## src/verilog/mipsPkg.sv

```systemverilog
`default_nettype none

package mipsPkg;

    localparam int dataWidth = 32;
    localparam int regAddrWidth = 5;

    typedef logic [dataWidth-1:0] word_t;
    typedef logic [regAddrWidth-1:0] regAddr_t;

    //////////////////////////////////////////////////
    // Encodings

    typedef enum logic [5:0] {
        opR    = 6'b000000,
        opJ    = 6'b000010,
        opBeq  = 6'b000100,
        opAddi = 6'b001000,
        opLw   = 6'b100011,
        opSw   = 6'b101011
    } opcode_t;

    typedef enum logic [5:0] {
        fnAdd = 6'b100000,
        fnSub = 6'b100010,
        fnAnd = 6'b100100,
        fnOr  = 6'b100101,
        fnSlt = 6'b101010
    } funct_t;

    // Bit 2 selects the inverted operand for the adder
    typedef enum logic [2:0] {
        aluAnd = 3'b000,
        aluOr  = 3'b001,
        aluAdd = 3'b010,
        aluSub = 3'b110,
        aluSlt = 3'b111
    } aluOp_t;

    //////////////////////////////////////////////////
    // Instruction word views

    typedef struct packed {
        opcode_t    opcode;
        regAddr_t   rs;
        regAddr_t   rt;
        regAddr_t   rd;
        logic [4:0] shamt;
        funct_t     funct;
    } rType_t;

    typedef struct packed {
        opcode_t     opcode;
        regAddr_t    rs;
        regAddr_t    rt;
        logic [15:0] imm;
    } iType_t;

    typedef struct packed {
        opcode_t     opcode;
        logic [25:0] target; // Word index within the 256 MB region
    } jType_t;

    typedef union packed {
        rType_t rFields;
        iType_t iFields;
        jType_t jFields;
    } instr_t;

endpackage

`default_nettype wire

```

## src/verilog/instrDecoder.sv

```systemverilog
`timescale 1ns/1ps
`default_nettype none

module instrDecoder (
    input  wire mipsPkg::instr_t instr,
    output logic                 regDst,
    output logic                 aluSrc,
    output logic                 memToReg,
    output logic                 regWrite,
    output logic                 memWrite,
    output logic                 branch,
    output logic                 jump,
    output mipsPkg::aluOp_t      aluOp
);
    import mipsPkg::*;

    always_comb begin
        regDst   = 1'b0;
        aluSrc   = 1'b0;
        memToReg = 1'b0;
        regWrite = 1'b0;
        memWrite = 1'b0;
        branch   = 1'b0;
        jump     = 1'b0;
        aluOp    = aluAdd; // Address and addi arithmetic

        case (instr.rFields.opcode)
            opR: begin
                regDst   = 1'b1;
                regWrite = 1'b1;
                case (instr.rFields.funct)
                    fnAdd:   aluOp = aluAdd;
                    fnSub:   aluOp = aluSub;
                    fnAnd:   aluOp = aluAnd;
                    fnOr:    aluOp = aluOr;
                    fnSlt:   aluOp = aluSlt;
                    default: regWrite = 1'b0; // Unknown funct is a no-op
                endcase
            end
            opLw: begin
                aluSrc   = 1'b1;
                memToReg = 1'b1;
                regWrite = 1'b1;
            end
            opSw: begin
                aluSrc   = 1'b1;
                memWrite = 1'b1;
            end
            opBeq: begin
                branch = 1'b1;
                aluOp  = aluSub; // Equal when difference is zero
            end
            opAddi: begin
                aluSrc   = 1'b1;
                regWrite = 1'b1;
            end
            opJ:     jump = 1'b1;
            default: ;
        endcase
    end

    // One instruction never writes both register file and memory
    always_comb begin
        assert final (!(regWrite && memWrite))
            else $error("regWrite and memWrite both high");
    end

endmodule

`default_nettype wire

```

## config.mk

```make
export PLATFORM = sky130hd
export DESIGN_NAME = instrDecoder
export DESIGN_NICKNAME = d
export VERILOG_FILES = /design/src/verilog/mipsPkg.sv /design/src/verilog/instrDecoder.sv
export SDC_FILE = /design/constraint.sdc
export NUM_CORES = 1
export LEC_CHECK = 0
export CAP_MARGIN = 20
export CORE_AREA = 2 2 39 41
export DETAILED_ROUTE_END_ITERATION = 12
export DIE_AREA = 0 0 41 43
export DONT_BUFFER_PORTS = 1
export GPL_ROUTABILITY_DRIVEN = 0
export PLACE_DENSITY_LB_ADDON = 0.3
export SLEW_MARGIN = 20
export SYNTH_ARGS = -nofsm -noshare
export SYNTH_HDL_FRONTEND = slang
export SYNTH_SLANG_ARGS = --single-unit
export TNS_END_PERCENT = 50
```

## constraint.sdc

```tcl
create_clock -name vclk -period 1.7
set_input_delay 0.51 -clock vclk [all_inputs]
set_output_delay 0.51 -clock vclk [all_outputs]
set_load 0.05 [all_outputs]
```

==> impl_metrics.json <==
{
  "ir_drop_v": 0.0000428,
  "hold_slack_ns": 1.19,
  "min_path_type": "in2out",
  "crit_path_max_incr_delay_ns": 0.40,
  "vias": 290,
  "ant_nets": 0,
  "grt_pass1_wl_um": 1290,
  "wl_per_cell_um": 15.8,
  "synth.top_cell.area_share_pct": 14.4,
  "slowest_stage": "or3_4",
  "io_buffers": 0,
  "rsz0062_at_grt": "yes",
  "violations": "setup timing",
  "fin_crit_ns": 1.88,
  "hold_viol": 0,
  "cp.required_ns": 1.19,
  "io_pins": 42,
  "syn-num-nets": 61,
  "dp_hpwl_um": 697,
  "netlist-cell-type-count": 18,
  "worstSetupEndpointType": "primary output",
  "slew_headroom_pct": 80.0,
  "crit_buf_inv": 1,
  "coreArea_um2": 1380,
  "drt_iter0_markers": 3,
  "outcome": "complete, but fails checks",
  "cts_hold_buffers": 0,
  "seq_cells": 0,
  "maxCapViolCount": 0,
  "slew_violations": 0,
  "grt.overflow.total": 0,
  "yosys.area.top_type": "nor3b_1",
  "syn_avg_cell_area_um2": 7.21,
  "seqCellArea_um2": 0,
  "dieArea_um2": 1760,
  "antenna-diode-count": 0,
  "critPathKind": "in2out",
  "startpoint_type": "input port",
  "p_leak_nw": 0.188,
  "drive_gt1_share_pct": 73.2,
  "path_delay_family": "simple AND/OR/NAND/NOR gates",
  "die_h_um": 43,
  "grt_pass1_vias": 309,
  "mappedNetlistArea_um2": 209,
  "finalSetupViolCount": 4,
  "synth_seq_area_share_pct": 0,
  "max_freq_mhz": 531,
  "grt.total_usage_pct": 10.0,
  "drt-total-wl_um": 898,
  "vias_per_cell": 5.09,
  "p_per_area_nw_per_um2": 117,
  "syn_inst": 29,
  "grt_antenna_before_repair": 0,
  "p_total_mw": 0.0614,
  "min_period_over_period_pct": 111,
  "crit_fanout": 5,
  "postLayoutCoreUtil_pct": 38.1,
  "initial_utilization_pct": 15.1,
  "rows": 14,
  "grt_start_max_net_pins": 7,
  "synth_area_leaders": "nor3b_1 14%, nor3_2 9.6%, and2_1 9.0%",
  "clkbuf_count": 0,
  "tightest_slew_ns": 0.299,
  "crit_chain": "or3_4 -> nor4_4 -> buf_12",
  "die_w_um": 41,
  "area_delta_synth_final_pct": 152,
  "cp.arrival_ns": 1.37,
  "setup_slack_ns": -0.183,
  "drcViolationCount": 0,
  "yosys_warnings": 0,
  "synthTopCellsByCount": "4 x nor3b_1, 3 x and2_1",
  "layout.nets": 75,
  "yosysMostFrequentCell": "nor3b_1",
  "first_pass_iters": 2
}
[worst paths after layout]
kind	from	end	slack, ns	cells past startpoint
hold / removal	instr[30]	branch	1.19	2
setup / recovery	instr[27]	aluOp[2]	-0.18	3
[layout make-up]
class,instances,area [um^2]
Fill cell,142,857
Multi-Input combinational cell,29,309
Tap cell,16,20.0
Timing Repair Buffer,12,198
[report_power, final]
group	switching, mW	internal [mW]
registers	0	0
clock network	0	0
logic	0.0286	0.0329
total	0.0286	0.0329
[repair_timing]
action / in CTS / in global routing
setup buffers: 0 / 1
pin swaps: 2 / 4
endpoints found under the setup margin: 6 / 5
resized for setup: 3 / 8
[cell usage in the layout, fill, tap and decap left out, drive strengths merged]
| master | Yosys | layout |
|---|---|---|
| or3 | 1 | 1 |
| nor4b | 1 | 1 |
| nor4 | 1 | 1 |
| nor2b | 1 | 1 |
| o21ai | 1 | 1 |
| and3 | 2 | 2 |
| nand3 | 2 | 2 |
| and2 | 3 | 3 |
| nor3b | 4 | 4 |
| mux2i | 1 | 1 |
| nor3 | 2 | 2 |
| nand2b | 1 | 1 |
| buf | 0 | 12 |
| a21oi | 1 | 1 |
| nand2 | 2 | 2 |
| nor2 | 2 | 2 |
| a21boi | 1 | 1 |
| a22oi | 2 | 2 |
| nand4 | 1 | 1 |
[kinds of logic after synthesis]
logic type	after synthesis	synth area share, %
muxes	1	4.79
AOI/OAI and AO/OA	5	15.6
and+or+nand+nor	23	79.6
[metrics by stage]
step	instance area, um^2	instances	setup slack [ns]	TNS (ns)
2_1_floorplan	269	29	-0.343	-1.11
3_3_place_gp	472	56	-0.168	-0.556
3_5_place_dp	472	56	-0.193	-0.644
4_1_cts	484	56	-0.189	-0.630
5_1_grt	527	57	-0.230	-0.706
6_report	527	57	-0.183	-0.490
[metal layers]
| metal | routed length (um) | part of all wire [%] | track usage, % |
|---|---|---|---|
| met1 | 310 | 35 | 13.3 |
| met2 | 485 | 54 | 16.9 |
| met3 | 101 | 11 | 2.09 |
| met4 | 0 | 0 | 0 |
| met5 | 0 | 0 | 0 |
Power figures use the tool's default switching activity.
