===== src/verilog/mipsPkg.sv =====
`default_nettype none

package mipsPkg;

    localparam int dataWidth = 32;
    localparam int regAddrWidth = 5;

    typedef logic [dataWidth-1:0] word_t;
    typedef logic [regAddrWidth-1:0] regAddr_t;

    //////////////////////////////////////////////////
    // Encodings

    typedef enum logic [5:0] {
        opR    = 6'b000000,
        opJ    = 6'b000010,
        opBeq  = 6'b000100,
        opAddi = 6'b001000,
        opLw   = 6'b100011,
        opSw   = 6'b101011
    } opcode_t;

    typedef enum logic [5:0] {
        fnAdd = 6'b100000,
        fnSub = 6'b100010,
        fnAnd = 6'b100100,
        fnOr  = 6'b100101,
        fnSlt = 6'b101010
    } funct_t;

    // Bit 2 selects the inverted operand for the adder
    typedef enum logic [2:0] {
        aluAnd = 3'b000,
        aluOr  = 3'b001,
        aluAdd = 3'b010,
        aluSub = 3'b110,
        aluSlt = 3'b111
    } aluOp_t;

    //////////////////////////////////////////////////
    // Instruction word views

    typedef struct packed {
        opcode_t    opcode;
        regAddr_t   rs;
        regAddr_t   rt;
        regAddr_t   rd;
        logic [4:0] shamt;
        funct_t     funct;
    } rType_t;

    typedef struct packed {
        opcode_t     opcode;
        regAddr_t    rs;
        regAddr_t    rt;
        logic [15:0] imm;
    } iType_t;

    typedef struct packed {
        opcode_t     opcode;
        logic [25:0] target; // Word index within the 256 MB region
    } jType_t;

    typedef union packed {
        rType_t rFields;
        iType_t iFields;
        jType_t jFields;
    } instr_t;

endpackage

`default_nettype wire


===== src/verilog/aluUnit.sv =====
`timescale 1ns/1ps
`default_nettype none

module aluUnit (
    input  wire mipsPkg::aluOp_t aluOp,
    input  wire mipsPkg::word_t  srcA,
    input  wire mipsPkg::word_t  srcB,
    output mipsPkg::word_t       result,
    output logic                 zero
);
    import mipsPkg::*;

    word_t diff;

    // Shared by sub and slt
    assign diff = srcA - srcB;

    always_comb begin
        case (aluOp)
            aluAdd:  result = srcA + srcB;
            aluSub:  result = diff;
            aluAnd:  result = srcA & srcB;
            aluOr:   result = srcA | srcB;
            aluSlt:  result = {{(dataWidth-1){1'b0}}, diff[dataWidth-1]}; // Sign of difference
            default: result = '0;
        endcase
    end

    assign zero = (result == '0); // Used by beq

endmodule

`default_nettype wire


===== config.mk =====
export PLATFORM = sky130hd
export DESIGN_NAME = aluUnit
export DESIGN_NICKNAME = d
export VERILOG_FILES = /design/src/verilog/mipsPkg.sv /design/src/verilog/aluUnit.sv
export SDC_FILE = /design/constraint.sdc
export NUM_CORES = 1
export LEC_CHECK = 0
export ABC_CLOCK_PERIOD_IN_PS = 3700
export BUFFER_PORTS_ARGS = -buffer_cell sky130_fd_sc_hd__clkbuf_2
export CAP_MARGIN = 0
export CORE_ASPECT_RATIO = 0.5
export CORE_MARGIN = 1.5
export CORE_UTILIZATION = 55
export DETAILED_ROUTE_END_ITERATION = 12
export PLACE_DENSITY_LB_ADDON = 0.3
export SYNTH_ARGS = -nofsm -noshare
export SYNTH_HDL_FRONTEND = slang
export SYNTH_SLANG_ARGS = --single-unit

===== constraint.sdc =====
create_clock -name vclk -period 3.7
set_clock_uncertainty 0.05 [all_clocks]
set_input_delay 0.185 -clock vclk [all_inputs]
set_output_delay 0.185 -clock vclk [all_outputs]
set_load 0.01 [all_outputs]

==> qor.csv <==
stage,metric,value,unit
outcome,outcome,finished with violations,
outcome,failing checks,setup timing,
timing,Max Freq,0.255,GHz
synth,post-synth cell types,83,
final_layout,clock buf count,0,
min_path,hold endpoint,result[2],
routing,Starting DRT DRC Count,892,
final_layout,Fillers,711,
final_layout,Storage cell area,0,um^2
flow_run,max cap viols,0,
synth,Syn Std Cell Area,5440,um^2
timing,max_slew headroom,0.489,
final_layout,sequential cells,0,
routing,post-route antenna net violation count,0,
placement,hpwl dp,18.9,mm
die,number of top-level pins,100,
pwr,pwr dens,171,nW/um^2
global_route,antenna violations before repair,0,
timing,worst slew pin tran,0.764,ns
cts,hold_buf cts,0,
routing,drt first pass iters,6,
placement,pre-CTS setup slack,-0.460,ns
die,Initial Utilization,0.572,
setup_path,CP max FO,3,
die,die area,10500,um^2
final_layout,# diodes,0,
global_route,grt peak-use layer,met2,
global_route,grt met3 use,0.119,
final_layout,fin nets,1233,
routing,vias per cell,6.54,
global_route,M1 GR Usage,0.556,
placement,GPL Wtd Cong,1.02,
setup_path,Critical Path Sink Type,primary output,
timing,setup ws final,-0.216,ns
synth,sequential cell area fraction in the yosys report,0,
pwr,Leak,0.00374,uW
synth,most frequent cell after synthesis,inv_1,
timing,Fin. Hold Viols,0,
global_route,vias in the first global route,7348,
final_layout,Area growth syn-to-layout,39.6,%
routing,via count,7842,
min_path,hold_sp,srcA[2],
global_route,met2 Usage GRT,0.740,
routing,routed wire length,24.2,mm
final_layout,share of cells above drive strength 1,0.327,
setup_path,WP data arrival,3.68,ns
min_path,hold crit path type,input pin to primary output,
timing,RSZ-0062 raised after global routing,yes,
routing,Residual DRC,0,
final_layout,Multi-input gate area,5130,um^2
synth,Synth area leader,ha_1,
synth,Mapped Cells,827,
routing,Routed WL per cell,20.2,um
pwr,Worst VDD drop,100,uV
timing,final slew viol count,0,
timing,final setup fails,2,
setup_path,crit path launch type,input pin,
final_layout,Final Non-Filler Cells,1199,
synth,top post-synthesis cells by area,"ha_1 23%, inv_1 7.2%, a21oi_1 6.2%",
global_route,GRT Resource Usage Total,0.446,
min_path,hold depth,5,
die,FP Rows,25,
synth,mean post-synth cell area,6.58,um^2
global_route,total gr overflow,0,
synth,Synth Net Count,994,
die,core area,9510,um^2
die,Die Height,73.3,um
synth,Synth warnings,0,
timing,crit path time final,3.92,ns
placement,Inst Count DP,1186,
setup_path,Critical Path RT,3.46,ns
timing,period utilization,1.06,
global_route,largest net degree at the start of global routing,32,
die,Die Wd,144,um
placement,port buffer count,100,
synth,post-synth top area share,0.225,
synth,"top cells by count, synth","104 x inv_1, 98 x ha_1, 74 x nor2_1, 67 x a21oi_1, 56 x nand2_1",
global_route,global-route wire length before repair,36.9,mm
setup_path,Crit Path Class,input pin to primary output,
## placed cells by master (no fill, tap or decap), drive strengths merged, types with 4 or more instances in the layout
cell,synthesis,layout
nor3,26,26
a311oi,5,5
a211oi,19,19
buf,12,185
nand4b,4,4
a221oi,7,7
o21a,8,8
nand4,15,15
a31oi,8,8
a21o,8,8
o21ai,51,51
or2,4,4
a2111oi,6,6
xnor2,12,12
a41oi,4,4
o31ai,8,8
o21bai,9,9
o221ai,5,5
a21oi,68,68
o211ai,19,19
nor2b,20,20
or3,5,5
o2111ai,6,6
inv,104,104
clkbuf,33,97
o22ai,9,9
or4,8,8
mux2i,12,12
nor4,10,10
and3,4,4
nand2b,9,9
nor2,74,74
ha,98,98
nand3,17,17
and2,11,11
nand2,56,56
## metrics by stage
stage	power [uW]	hold slack, ns	util	TNS (ns)	area [um^2]
final	1300	0.899	0.799	-0.258	7590
after global routing	1370	0.930	0.799	-0.383	7590
after detailed placement	1170	0.857	0.758	-0.530	7210
after global placement	1130	0.844	0.758	-0.354	7210
after CTS	1220	0.886	0.789	-0.134	7500
after floorplan	647	0.577	-	0	5440
## worst max-delay path, cell delays in order
cell and delay (ns):
buf_8 0.11, ha_4 0.16, fa_2 0.41, a21o_1 0.25, nand4_1 0.19, a211oi_4 0.12, buf_4 0.16, o211ai_1 0.25
a21oi_1 0.13, a221oi_2 0.25, mux2i_1 0.33, or4b_4 0.50, nor3_2 0.18, nand4bb_1 0.14, nor4_2 0.14, buf_2 0.16
## cell families after synthesis
family	count (synthesis)	share of synthesized area
buf+inv	149	0.105
compound gates	273	0.351
xor+xnor	15	0.0242
simple gates	276	0.260
fa+ha+maj	100	0.233
mux	14	0.0262
## timing repair
item	4_1_cts	5_1_grt
setup buffers	10	4
gates cloned	0	0
endpoints found under the setup margin	3	5
pin swaps	20	17
resized for setup	43	17
## how the worst max path moves through the flow
stage            start    to  slack, ns  depth (start not counted)
6_report       srcB[0]  zero      -0.22                         16
3_3_place_gp   srcA[0]  zero      -0.30                         16
4_1_cts        srcA[0]  zero      -0.13                         16
2_1_floorplan  srcA[0]  zero       0.22                         14
5_1_grt        srcB[0]  zero      -0.33                         16
3_5_place_dp   srcA[0]  zero      -0.46                         16
## per-layer routing
metal	vias up	wire length, um
li1	3483	-
met1	3516	9050
met2	677	10400
met3	166	3490
met4	0	1220
met5	-	0
## cell type report
| type | count | area share |
|---|---|---|
| Inverter | 104 | 0.0517 |
| Multi-Input combinational cell | 678 | 0.676 |
| Tap cell | 135 | 0.0222 |
| Timing Repair Buffer | 282 | 0.250 |
## power breakdown
group | internal (uW) | switching, uW
Combinational | 561 | 736
Clock | 0 | 0
Sequential | 0 | 0
Total | 561 | 736
No activity file was read; power rests on OpenSTA's default activity.
