**config.mk**
```make
export PLATFORM = sky130hd
export DESIGN_NAME = regFile
export DESIGN_NICKNAME = d
export VERILOG_FILES = /design/src/verilog/mipsPkg.sv /design/src/verilog/regFile.sv
export SDC_FILE = /design/constraint.sdc
export NUM_CORES = 2
export LEC_CHECK = 0
export ABC_AREA = 0
export BUFFER_PORTS_ARGS = -buffer_cell sky130_fd_sc_hd__buf_2
export CORE_ASPECT_RATIO = 1.75
export CORE_MARGIN = 2
export CORE_UTILIZATION = 40
export CTS_CLUSTER_SIZE = 8
export DETAILED_ROUTE_END_ITERATION = 10
export PLACE_DENSITY = 0.57
export RECOVER_POWER = 100
export SLEW_MARGIN = 5
export SYNTH_ARGS = -nofsm -noshare
export SYNTH_HDL_FRONTEND = slang
export SYNTH_SLANG_ARGS = --single-unit
```
**constraint.sdc**
```tcl
create_clock -name clk -period 2.6 [get_ports clk]
set_input_delay 0.52 -clock clk [delete_from_list [all_inputs] [get_ports clk]]
set_output_delay 0.52 -clock clk [all_outputs]
set_load 0.01 [all_outputs]
```
**src/verilog/mipsPkg.sv**
```systemverilog
`default_nettype none

package mipsPkg;

    localparam int dataWidth = 32;
    localparam int regAddrWidth = 5;

    typedef logic [dataWidth-1:0] word_t;
    typedef logic [regAddrWidth-1:0] regAddr_t;

    //////////////////////////////////////////////////
    // Encodings

    typedef enum logic [5:0] {
        opR    = 6'b000000,
        opJ    = 6'b000010,
        opBeq  = 6'b000100,
        opAddi = 6'b001000,
        opLw   = 6'b100011,
        opSw   = 6'b101011
    } opcode_t;

    typedef enum logic [5:0] {
        fnAdd = 6'b100000,
        fnSub = 6'b100010,
        fnAnd = 6'b100100,
        fnOr  = 6'b100101,
        fnSlt = 6'b101010
    } funct_t;

    // Bit 2 selects the inverted operand for the adder
    typedef enum logic [2:0] {
        aluAnd = 3'b000,
        aluOr  = 3'b001,
        aluAdd = 3'b010,
        aluSub = 3'b110,
        aluSlt = 3'b111
    } aluOp_t;

    //////////////////////////////////////////////////
    // Instruction word views

    typedef struct packed {
        opcode_t    opcode;
        regAddr_t   rs;
        regAddr_t   rt;
        regAddr_t   rd;
        logic [4:0] shamt;
        funct_t     funct;
    } rType_t;

    typedef struct packed {
        opcode_t     opcode;
        regAddr_t    rs;
        regAddr_t    rt;
        logic [15:0] imm;
    } iType_t;

    typedef struct packed {
        opcode_t     opcode;
        logic [25:0] target; // Word index within the 256 MB region
    } jType_t;

    typedef union packed {
        rType_t rFields;
        iType_t iFields;
        jType_t jFields;
    } instr_t;

endpackage

`default_nettype wire

```
**src/verilog/regFile.sv**
```systemverilog
`timescale 1ns/1ps
`default_nettype none

module regFile (
    input  wire logic              clk,
    input  wire logic              reset,
    input  wire logic              regWrite,
    input  wire mipsPkg::regAddr_t readReg1,
    input  wire mipsPkg::regAddr_t readReg2,
    input  wire mipsPkg::regAddr_t writeReg,
    input  wire mipsPkg::word_t    writeData,
    output mipsPkg::word_t         readData1,
    output mipsPkg::word_t         readData2
);
    import mipsPkg::*;

    word_t regs [32];

    always_ff @(posedge clk) begin
        if (reset) begin
            for (int i = 0; i < 32; i++) begin
                regs[i] <= '0;
            end
        end else if (regWrite && writeReg != '0) begin // Register 0 ignores writes
            regs[writeReg] <= writeData;
        end
    end

    assign readData1 = regs[readReg1];
    assign readData2 = regs[readReg2];

    // Register 0 reads zero whatever was written to it
    assert property (@(posedge clk) disable iff (reset)
        readReg1 == '0 |-> readData1 == '0)
        else $error("register 0 read nonzero");

endmodule

`default_nettype wire

```
==> results.sh <==
export IMPL_slowest_delay_ps=380
export IMPL_die_area_um2=142900
export IMPL_p_total_uw=43030
export IMPL_min_delay_path_class="in -> reg"
export IMPL_clkTransAtPathRegs_ps=60
export IMPL_critPathRequiredTime_ps=2080
export IMPL_synthCells=4605
export IMPL_failed_checks="max-capacitance violations, max-slew violations, negative setup slack"
export IMPL_dieWidth_um=286.6
export IMPL_cts_buffers=145
export IMPL_io_pins=114
export IMPL_critPathLaunchType="flop"
export IMPL_drv_cap=1
export IMPL_drt_iter0_markers=3424
export IMPL_largestRegisters="regs x1024"
export IMPL_drt_first_pass_iters=6
export IMPL_drt_total_wl_um=203800
export IMPL_maxSlewHeadroom=-0.06198
export IMPL_antenna_found_initial=9
export IMPL_period_share=1.108
export IMPL_viasPerCell=5.862
export IMPL_power_density_nw_per_um2=624.7
export IMPL_min_path_cells=2
export IMPL_clkSinkCount=1024
export IMPL_drive_gt1_frac=0.2083
export IMPL_layout_setup_ws_ps=-281.3
export IMPL_ys_seq_area_frac=0.5501
export IMPL_setup_viol=98
export IMPL_yosys_area_top_type="edfxtp_1"
export IMPL_first_global_vias=42230
export IMPL_cts_hold_buf=0
export IMPL_die_h_um=498.5
export IMPL_synth_warnings=0
export IMPL_min_period_ps=2881
export IMPL_ys_types=29
export IMPL_dp_hpwl_um=127100
export IMPL_cp_depth=7
export IMPL_grt_overflow=0
export IMPL_largest_reg_flops=1024
export IMPL_path_buf_inv=2
export IMPL_grt_pass1_wl_um=289200
export IMPL_setup_tns_ps=-7208
export IMPL_worstMarginPinSlew_ps=1593
export IMPL_holdWs_ps=394.9
export IMPL_synth_top_area_frac=0.5501
export IMPL_crit_start="regs[2][2]"
export IMPL_critPathTopFamily="compound AO/OA/AOI/OAI gates"
export IMPL_max_freq_mhz=347.1
export IMPL_drc=0
export IMPL_synth_area_leaders="edfxtp_1, mux2i_1, and2_1"
export IMPL_track_usage=0.2807
export IMPL_path_cells="mux2i_1 > a22o_1 > nor3_2 > a31oi_2 > buf_4 > nand3_4 > buf_6"
export IMPL_critPathKind="reg -> out"
export IMPL_final_max_slew_viol_count=50
export IMPL_cp_slowest_cell="edfxtp_1"
export IMPL_outcome="finished with violations"
export IMPL_rsz0062_at_grt="true"
export IMPL_vias=40070
export IMPL_top_register="regs"
export IMPL_core_area_um2=138800
export IMPL_port_buffers=113
export IMPL_cts_root_buf="clkbuf_16"
export IMPL_path_max_fanout=2
export IMPL_leakage_uw=0.02690
export IMPL_routedWlPerCell_um=29.81
export IMPL_layout_common_cells="edfxtp_1, mux2i_1, and2_1"
export IMPL_ir_worst_vdd_v=0.0007300
export IMPL_fin_cells=6835
export IMPL_ys_seq_elements=1024
export IMPL_fill_cells=12060
export IMPL_nets=5042
export IMPL_grt_max_degree=50
export IMPL_hold_viol_final=0
export IMPL_ant_nets=0
export IMPL_syn_area_um2=55900
export IMPL_std_cell_rows=181
export IMPL_gp_congestion=0.8459
export IMPL_start_util=0.4026
export IMPL_ctsHtreeMaxLevel=4
export IMPL_crit_arrival_ps=2360
export IMPL_syn_to_final_growth_pct=23.23
export IMPL_syn_area_per_cell_um2=12.14
export IMPL_placedCellCount=6606
export IMPL_cts_tree="built"
export IMPL_final_common_cell="edfxtp_1"
export IMPL_endpoint="readData2[2]"
export IMPL_cts_path_max_buffers=3
export IMPL_crit_path_end_kind="output port"
worst min-delay path by stage:
| stage | start | end |
|---|---|---|
| after floorplan | writeData[31] | regs[1][31] |
| after CTS | writeData[1] | regs[3][1] |
| after global routing | writeData[16] | regs[2][16] |
| after detailed placement | writeData[1] | regs[5][1] |
| after global placement | writeData[1] | regs[2][1] |
| final | writeData[1] | regs[3][1] |
kinds of logic (layout without fill, tap and decap cells):
family          after synthesis  after routing  synth area share
flops                      1024           1024            0.5501
other cells                   1             35        0.00006709
simple gates               1534           1534            0.1573
buf+inv                     446            812           0.03899
compound gates              576            576           0.07020
mux                        1024           1024            0.1834
cells in the mapped netlist, drive strengths merged:
cell type and n:
a21oi 192, a22o 128, a22oi 192, a31oi 64, and2 994, buf 212, clkbuf 234, conb 1
edfxtp 1024, mux2i 1024, nand2 196, nand2b 5, nand3 194, nand3b 4, nor2 35, nor2b 5
nor3 64, or2 33, or3 2, or3b 2
power breakdown:
| group | leakage, uW | internal (uW) | switching [uW] | total, uW |
|---|---|---|---|---|
| logic | 0.0152 | 2600 | 3640 | 6240 |
| clock network | 0.00190 | 10200 | 6930 | 17200 |
| registers | 0.00975 | 19100 | 503 | 19600 |
final cells by class:
cell class                      count  area, um^2  share of cell area
Clock buffer                      153        3829             0.05558
Clock inverter                      4       35.03           0.0005086
Antenna cell                        3       7.507           0.0001090
Timing Repair Buffer              655        7067              0.1026
Sequential cell                  1024       30750              0.4464
Tap cell                         1830        2290             0.03324
Multi-Input combinational cell   3166       24910              0.3616
timing repair:
| item | 4_1_cts | 5_1_grt |
|---|---|---|
| cloned | 19 | 2 |
| endpoints found under the setup margin | 64 | 64 |
| buffers inserted | 63 | 24 |
| gates resized for setup | 387 | 66 |
| pin swaps | 138 | 95 |
per-layer routing:
layer,wire [um],GRT usage,up-vias
met1,78140,0.3351,20290
met5,0,0,-
met2,102900,0.4907,1681
li1,-,-,17540
met3,12190,0.04141,560
met4,10580,0.1372,0
per-stage QoR:
step | cell area [um^2] | setup slack [ps] | utilization
finish | 68880 | -281.3 | 0.4962
global route | 68880 | -290.0 | 0.4961
CTS | 69150 | -283.2 | 0.4981
detailed placement | 62280 | -384.8 | 0.4486
global placement | 62280 | -389.0 | 0.4486
floorplan | 56010 | 360.6 | -
Power figures use the tool's default switching activity.
