<file path="src/verilog/mipsPkg.sv">
`default_nettype none

package mipsPkg;

    localparam int dataWidth = 32;
    localparam int regAddrWidth = 5;

    typedef logic [dataWidth-1:0] word_t;
    typedef logic [regAddrWidth-1:0] regAddr_t;

    //////////////////////////////////////////////////
    // Encodings

    typedef enum logic [5:0] {
        opR    = 6'b000000,
        opJ    = 6'b000010,
        opBeq  = 6'b000100,
        opAddi = 6'b001000,
        opLw   = 6'b100011,
        opSw   = 6'b101011
    } opcode_t;

    typedef enum logic [5:0] {
        fnAdd = 6'b100000,
        fnSub = 6'b100010,
        fnAnd = 6'b100100,
        fnOr  = 6'b100101,
        fnSlt = 6'b101010
    } funct_t;

    // Bit 2 selects the inverted operand for the adder
    typedef enum logic [2:0] {
        aluAnd = 3'b000,
        aluOr  = 3'b001,
        aluAdd = 3'b010,
        aluSub = 3'b110,
        aluSlt = 3'b111
    } aluOp_t;

    //////////////////////////////////////////////////
    // Instruction word views

    typedef struct packed {
        opcode_t    opcode;
        regAddr_t   rs;
        regAddr_t   rt;
        regAddr_t   rd;
        logic [4:0] shamt;
        funct_t     funct;
    } rType_t;

    typedef struct packed {
        opcode_t     opcode;
        regAddr_t    rs;
        regAddr_t    rt;
        logic [15:0] imm;
    } iType_t;

    typedef struct packed {
        opcode_t     opcode;
        logic [25:0] target; // Word index within the 256 MB region
    } jType_t;

    typedef union packed {
        rType_t rFields;
        iType_t iFields;
        jType_t jFields;
    } instr_t;

endpackage

`default_nettype wire

</file>
<file path="src/verilog/mipsCore.sv">
`timescale 1ns/1ps
`default_nettype none

module mipsCore (
    input  wire logic              clk,
    input  wire logic              reset,
    input  wire mipsPkg::word_t    instrWord,
    output mipsPkg::instr_t        instr,
    input  wire logic              regDst,
    input  wire logic              aluSrc,
    input  wire logic              memToReg,
    input  wire logic              regWriteCtl,
    input  wire logic              memWriteCtl,
    input  wire logic              branch,
    input  wire logic              jump,
    output mipsPkg::word_t         pc,
    output mipsPkg::word_t         srcA,
    output mipsPkg::word_t         srcB,
    input  wire mipsPkg::word_t    aluResult,
    input  wire logic              zero,
    output mipsPkg::regAddr_t      readReg1,
    output mipsPkg::regAddr_t      readReg2,
    output mipsPkg::regAddr_t      writeReg,
    output mipsPkg::word_t         writeData,
    output logic                   regWrite,
    input  wire mipsPkg::word_t    readData1,
    input  wire mipsPkg::word_t    readData2,
    input  wire mipsPkg::word_t    memReadData,
    output logic                   memWrite
);
    import mipsPkg::*;

    word_t signImm;
    word_t pcPlus4;
    word_t branchTarget;
    word_t jumpTarget;
    word_t pcNext;

    assign instr = instrWord;
    assign signImm = {{(dataWidth-16){instr.iFields.imm[15]}}, instr.iFields.imm};

    //////////////////////////////////////////////////
    // Next PC

    assign pcPlus4 = pc + 32'd4;
    assign branchTarget = pcPlus4 + {signImm[dataWidth-3:0], 2'b00}; // Offset in words
    assign jumpTarget = {pcPlus4[31:28], instr.jFields.target, 2'b00};

    always_comb begin
        if (jump) begin
            pcNext = jumpTarget;
        end else if (branch && zero) begin
            pcNext = branchTarget; // beq taken
        end else begin
            pcNext = pcPlus4;
        end
    end

    always_ff @(posedge clk) begin
        if (reset) begin
            pc <= '0;
        end else begin
            pc <= pcNext;
        end
    end

    //////////////////////////////////////////////////
    // Operands and writeback

    assign readReg1 = instr.rFields.rs;
    assign readReg2 = instr.rFields.rt;
    assign writeReg = regDst ? instr.rFields.rd : instr.rFields.rt; // rd for R-type

    assign srcA = readData1;
    assign srcB = aluSrc ? signImm : readData2;

    assign writeData = memToReg ? memReadData : aluResult;

    // Nothing architectural changes while the images load
    assign regWrite = regWriteCtl & ~reset;
    assign memWrite = memWriteCtl & ~reset;

endmodule

`default_nettype wire

</file>
<file path="config.mk">
export PLATFORM = sky130hd
export DESIGN_NAME = mipsCore
export DESIGN_NICKNAME = d
export VERILOG_FILES = /design/src/verilog/mipsPkg.sv /design/src/verilog/mipsCore.sv
export SDC_FILE = /design/constraint.sdc
export NUM_CORES = 1
export LEC_CHECK = 0
export BUFFER_PORTS_ARGS = -buffer_cell sky130_fd_sc_hd__buf_4
export CORE_AREA = 2 2 134 136
export CTS_BUF_LIST = sky130_fd_sc_hd__clkbuf_2
export DETAILED_ROUTE_END_ITERATION = 6
export DIE_AREA = 0 0 136 138
export PLACE_DENSITY = 0.61
export SETUP_SLACK_MARGIN = 0.02
export SKIP_CTS_REPAIR_TIMING = 1
export SKIP_LAST_GASP = 1
export SLEW_MARGIN = 20
export SYNTH_ARGS = -nofsm -noshare
export SYNTH_HDL_FRONTEND = slang
export SYNTH_SLANG_ARGS = --single-unit
export TNS_END_PERCENT = 20
</file>
<file path="constraint.sdc">
create_clock -name clk -period 4.8 [get_ports clk]
set_input_delay 0.48 -clock clk [delete_from_list [all_inputs] [get_ports clk]]
set_output_delay 0.48 -clock clk [all_outputs]
set_load 0.03 [all_outputs]
</file>
==> impl_metrics.env, run 1 <==
export IMPL_nFillCells=1907
export IMPL_num_io_pins=347
export IMPL_critPathMaxStageDelay_ns=0.55
export IMPL_cp_required_ns=5.12
export IMPL_area_growth_pct=34.0
export IMPL_largest_reg_flops=30
export IMPL_die_w_um=136
export IMPL_hold_class="in -> reg"
export IMPL_grt_use_total_pct=19.6
export IMPL_p_clk_share_pct=10.4
export IMPL_synthCells=627
export IMPL_syn_cell_area_sq_um=4860
export IMPL_p_int_uw=647
export IMPL_fin_util_pct=37.1
export IMPL_whs_ns=0.347
export IMPL_setup_tns_final_ns=0
export IMPL_overflow=0
export IMPL_critPathMaxFanout=8
export IMPL_ys_warn_count=0
export IMPL_vdd_drop_max_v=0.000119
export IMPL_vias=5245
export IMPL_drive_gt1_share_pct=42.8
export IMPL_drc=0
export IMPL_ys_ff_latch=30
export IMPL_multi_input_area_sq_um=3460
export IMPL_synth_flop_cell="dfxtp_1"
export IMPL_grt_pass1_wl_um=28600
export IMPL_power_switching_uw=622
export IMPL_startpoint="pc[4]"
export IMPL_ys_types=62
export IMPL_dieArea_sq_um=18800
export IMPL_ys_seq_area_share_pct=12.4
export IMPL_worstMarginPinSlew_ns=0.857
export IMPL_wl_per_cell_um=18.8
export IMPL_cts_buffers=5
export IMPL_core_sq_um=17500
export IMPL_slew_headroom_pct=42.7
export IMPL_start_kind="flop"
export IMPL_path_clk_slew_ns=0.19
export IMPL_dp_hpwl_um=15800
export IMPL_critPathSlowestCell="nor4_4"
export IMPL_first_iter_violations=363
export IMPL_finalCriticalPeriod_ns=3.65
export IMPL_critPathCaptureType="flop"
export IMPL_n_antenna_cell=0
export IMPL_yosys_top_cells_area="dfxtp_1 12%, mux2_2 12%, buf_4 12%, ha_1 9.5%, xnor2_1 5.4%"
export IMPL_routed_wl_um=19300
export IMPL_synth_common_cells="76 x buf_4, 53 x mux2_2, 47 x nand2_1, 40 x o21ai_0, 38 x a21oi_1"
export IMPL_seq_area_sq_um=601
export IMPL_grt_max_degree=34
export IMPL_synth_edf_count=0
export IMPL_setup_violations=0
export IMPL_switching_share_pct=49.0
export IMPL_final_cells=1025
export IMPL_synth_top_cell_area_share_pct=12.4
export IMPL_hold_viol=0
export IMPL_clk_latency_ns=0.41
export IMPL_clock_sinks=30
export IMPL_via_per_inst=5.12
export IMPL_antenna_found_initial=0
export IMPL_power_frac_comb_pct=65.8
export IMPL_clockBufferDepth=2
export IMPL_reg_top3="pc (30)"
export IMPL_regMostFlops="pc"
export IMPL_r2r_start="pc[4]"
export IMPL_final_nets=1003
export IMPL_fin_crit_sh_pct=76.1
export IMPL_postSynthAreaPerCell_sq_um=7.75
export IMPL_worst_path_most_repeated_cell="a21oi_1"
export IMPL_root_buffer="clkbuf_2"
export IMPL_cp_arrival_ns=3.97
export IMPL_cap_violations=0
export IMPL_max_freq_mhz=274
export IMPL_min_delay_start="instrWord[3]"
export IMPL_run_status="finished clean"
export IMPL_cts_tree="yes"
export IMPL_path_cells="nand4_2, nor4_4, and2_4, nand3_2, xnor2_2, ha_1, a21oi_1, o21ai_0, a21oi_1, o211ai_1, a221oi_1, mux2_2, o311ai_0"
export IMPL_gp_congestion=0.879
export IMPL_port_buffer_count=268
export IMPL_yosysTopAreaCell="dfxtp_1"
export IMPL_die_h_um=138
export IMPL_ant_nets=0
export IMPL_drt_pass1_iterations=5
export IMPL_fin_skew_ns=0.0265
export IMPL_cts_max_level=2
export IMPL_power_density_nw_per_um2=195
export IMPL_slew_violations=0
export IMPL_leakagePower_nw=3.19
export IMPL_rsz0062_at_grt="false"
export IMPL_grt_pass1_vias=5002
export IMPL_initial_core_util_pct=27.7
export IMPL_pwr_share_seq_pct=23.8
export IMPL_critPathKind="reg -> reg"
export IMPL_async_flop_share_pct=0
export IMPL_yosys_cell_count_top_type="buf_4"
export IMPL_place_inst=1017
export IMPL_rows=49
-- cell type report --
type | count | area share, %
repair buffers | 270 | 31.1
inverters | 26 | 1.50
multi-input cells | 462 | 53.2
flip-flops and latches | 30 | 9.22
clock inverters | 3 | 0.173
well taps | 229 | 4.40
clock buffers | 5 | 0.384
-- metal layers --
metal / GRT usage (%) / up-vias / routed length (um)
met5: 0 / - / 0
met4: 4.06 / 0 / 283
met3: 4.84 / 26 / 1570
met2: 34.2 / 269 / 9600
met1: 24.3 / 2412 / 7800
li1: - / 2538 / -
-- power groups by stage --
| stage | logic [mW] | registers [mW] | clock network [mW] |
|---|---|---|---|
| 5_1_grt | 0.895 | 0.305 | 0.146 |
| 2_1_floorplan | 0.556 | 0.340 | 0 |
| 6_report | 0.836 | 0.302 | 0.132 |
| 3_5_place_dp | 0.833 | 0.307 | 0 |
| 3_3_place_gp | 0.833 | 0.306 | 0 |
| 4_1_cts | 0.836 | 0.301 | 0.135 |
-- worst paths after layout --
kind	depth (start not counted)	slack, ns	endpoint
hold reg to reg	3	0.62	pc[31]
hold / removal	2	0.35	pc[5]
setup / recovery	13	1.15	pc[30]
setup reg to reg	13	1.15	pc[30]
-- placed cells by master, fill, tap and decap left out, drive strengths merged, types with 7 or more instances in the layout --
cell type / count
dfxtp: 30
inv: 26
and3: 8
ha: 37
a21oi: 38
a211oi: 11
xor2: 17
nand3: 19
buf: 270
o211a: 7
nand2: 47
and2: 7
o22ai: 7
a31oi: 7
mux2: 53
nand4: 17
a21o: 19
nor2: 31
o21ai: 41
xnor2: 33
-- kinds of logic after synthesis --
logic type      after synthesis  synth area share [%]
simple gates                152                  16.3
xor+xnor                     50                  9.71
buf+inv                     136                  16.4
fa+ha+maj                    38                  9.94
compound gates              164                  22.3
other cells                   1                0.0772
flops                        30                  12.4
mux                          56                  12.9
-- critical path: cells and delay by family, from the launching register on --
| kind | cells | cell delay (ns) |
|---|---|---|
| mux | 1 | 0.36 |
| xor+xnor | 1 | 0.20 |
| fa+ha+maj | 1 | 0.30 |
| compound gates | 6 | 1.10 |
| flops | 1 | 0.49 |
| simple gates | 4 | 1.14 |
-- through the flow --
step / area (sq um) / setup slack, ns / power (mW)
floorplan: 4860 / 1.34 / 0.896
global placement: 6480 / 1.25 / 1.14
detailed placement: 6480 / 1.18 / 1.14
CTS: 6510 / 1.17 / 1.27
global route: 6510 / 0.884 / 1.35
finish: 6510 / 1.15 / 1.27
Power figures use the tool's default switching activity.
==> run 2: changes to the inputs <==
--- a/config.mk
+++ b/config.mk
@@ -6,11 +6,11 @@
 export NUM_CORES = 1
 export LEC_CHECK = 0
 export BUFFER_PORTS_ARGS = -buffer_cell sky130_fd_sc_hd__buf_4
-export CORE_AREA = 2 2 134 136
+export CORE_AREA = 2 2 133 135
 export CTS_BUF_LIST = sky130_fd_sc_hd__clkbuf_2
 export DETAILED_ROUTE_END_ITERATION = 6
-export DIE_AREA = 0 0 136 138
-export PLACE_DENSITY = 0.61
+export DIE_AREA = 0 0 135 137
+export PLACE_DENSITY = 0.64
 export SETUP_SLACK_MARGIN = 0.02
 export SKIP_CTS_REPAIR_TIMING = 1
 export SKIP_LAST_GASP = 1
==> constraint.sdc (replaced) <==
create_clock -name clk -period 3 [get_ports clk]
set_input_delay 0.3 -clock clk [delete_from_list [all_inputs] [get_ports clk]]
set_output_delay 0.3 -clock clk [all_outputs]
set_load 0.03 [all_outputs]
==> run 2 against run 1 <==
Compared with the run above:
- die area down 1.5%
- clock-buffer cell count up 3
- highest routed layer unchanged
- global-route usage up 2.1 points
- hold slack worse by 0.22 ns
- utilization up 8.6 points
- critical path depth up 2
- the flow now finishes with violations (negative setup slack)
- clock power up 84%
- combinational power up 97%
- non-clock buffer count up 115
- critical endpoint is now pc[26]
- flip-flop and latch count unchanged
- first-iteration DRC count down 22%
==> impl_metrics.env, run 2 (synthesis gave the netlist of run 1 again) <==
export IMPL_run_status="complete, but fails checks"
export IMPL_violations="negative setup slack"
export IMPL_hold_class="in -> reg"
export IMPL_vdd_drop_max_v=0.000124
export IMPL_fin_area_sq_um=7810
export IMPL_worstMarginPinSlew_ns=0.737
export IMPL_start_kind="flop"
export IMPL_first_iter_violations=282
export IMPL_rrSetupSlack_ns=-0.17
export IMPL_path_clk_slew_ns=0.19
export IMPL_clockBufferDepth=2
export IMPL_critPathCaptureType="flop"
export IMPL_leakagePower_nw=3.91
export IMPL_fin_crit_sh_pct=106
export IMPL_drt_pass1_iterations=5
export IMPL_fin_ws_ns=-0.173
export IMPL_clk_latency_ns=0.42
export IMPL_place_inst=1118
export IMPL_gp_congestion=0.973
export IMPL_rsz0062_at_grt="true"
export IMPL_power_density_nw_per_um2=301
export IMPL_overflow=0
export IMPL_num_io_pins=347
export IMPL_die_h_um=137
export IMPL_root_buffer="clkbuf_2"
export IMPL_grt_pass1_vias=5322
export IMPL_cts_tree="yes"
export IMPL_via_per_inst=5.06
export IMPL_rows=48
export IMPL_regMostFlops="pc"
export IMPL_slew_headroom_pct=50.8
export IMPL_cp_required_ns=3.35
export IMPL_whs_ns=0.128
export IMPL_critPathMaxFanout=5
export IMPL_layout_commonest_cell="buf_4"
export IMPL_final_cell_mix="381 x buf_4, 52 x mux2_2, 45 x nand2_1"
export IMPL_wl_per_cell_um=18.7
export IMPL_reg_top3="pc (30)"
export IMPL_ant_nets=0
export IMPL_routed_wl_um=21200
export IMPL_hold_viol=0
export IMPL_cts_max_level=2
export IMPL_largest_reg_flops=30
export IMPL_fin_skew_ns=0.0291
export IMPL_grt_max_degree=34
export IMPL_critPathKind="reg -> reg"
export IMPL_final_nets=1118
export IMPL_clock_sinks=30
export IMPL_dieArea_sq_um=18500
export IMPL_antenna_found_initial=1
export IMPL_finalCriticalPeriod_ns=3.17
export IMPL_die_w_um=135
export IMPL_dp_hpwl_um=17300
export IMPL_min_path_cells=2
export IMPL_drive_gt1_share_pct=57.6
export IMPL_grt_use_total_pct=21.7
export IMPL_cp_arrival_ns=3.52
export IMPL_vias=5750
export IMPL_cap_violations=0
export IMPL_cts_buffers=5
export IMPL_port_buffer_count=268
export IMPL_postPlaceCellArea_sq_um=7330
export IMPL_ff2ff_path_depth=15
export IMPL_core_sq_um=17100
export IMPL_slew_violations=0
export IMPL_grt_pass1_wl_um=30400
export IMPL_initial_core_util_pct=28.5
export IMPL_setup_tns_final_ns=-0.897
export IMPL_final_cells=1137
export IMPL_area_growth_pct=60.7
export IMPL_max_freq_mhz=315
export IMPL_setup_violations=11
export IMPL_drc=0
==> run 2: final timing paths <==
check	startpoint	to
worst max-delay path	pc[9]	pc[26]
worst min-delay path	instrWord[4]	pc[6]
worst max register to register	pc[9]	pc[26]
worst min register to register	pc[31]	pc[31]
==> run 2: area by class of cell <==
cell class	count	area [sq um]
multi-input cells	462	3820
inverters	26	97.6
well taps	225	282
clock buffers	8	40.0
diodes	1	2.50
flip-flops and latches	30	648
fillers	1674	9250
repair buffers	385	2910
==> run 2: critical path: stages, from the launching register on <==
cell and delay, ns:
dfxtp_4 0.38, nand4_1 0.11, buf_6 0.15, nor4_4 0.24, buf_4 0.19, and2_4 0.19, buf_12 0.11, nand4_4 0.13
xnor2_4 0.20, ha_4 0.29, nand4_1 0.16, nor4_1 0.31, o21ai_1 0.12, o211ai_1 0.16, xnor2_1 0.12, a211oi_1 0.24
==> run 2: through the flow <==
step / util [%] / setup slack [ns] / total power [mW]
finish: 45.8 / -0.173 / 2.35
global route: 45.8 / -0.359 / 2.50
CTS: 43.2 / -0.286 / 2.28
detailed placement: 43.0 / -0.242 / 2.03
global placement: 43.0 / -0.188 / 2.02
floorplan: - / -0.108 / 1.44
==> run 2: where the power goes <==
group	total [mW]	internal, mW	switching, mW
registers	0.462	0.433	0.0285
clock network	0.243	0.0686	0.174
logic	1.65	0.758	0.889
total	2.35	1.26	1.09
==> run 2: routing by layer <==
layer | up-vias | track usage, % | wire (um)
met3 | 31 | 3.07 | 1430
met5 | - | 0 | 0
met2 | 279 | 43.6 | 11600
li1 | 2753 | - | -
met1 | 2687 | 23.6 | 7760
met4 | 0 | 5.61 | 441
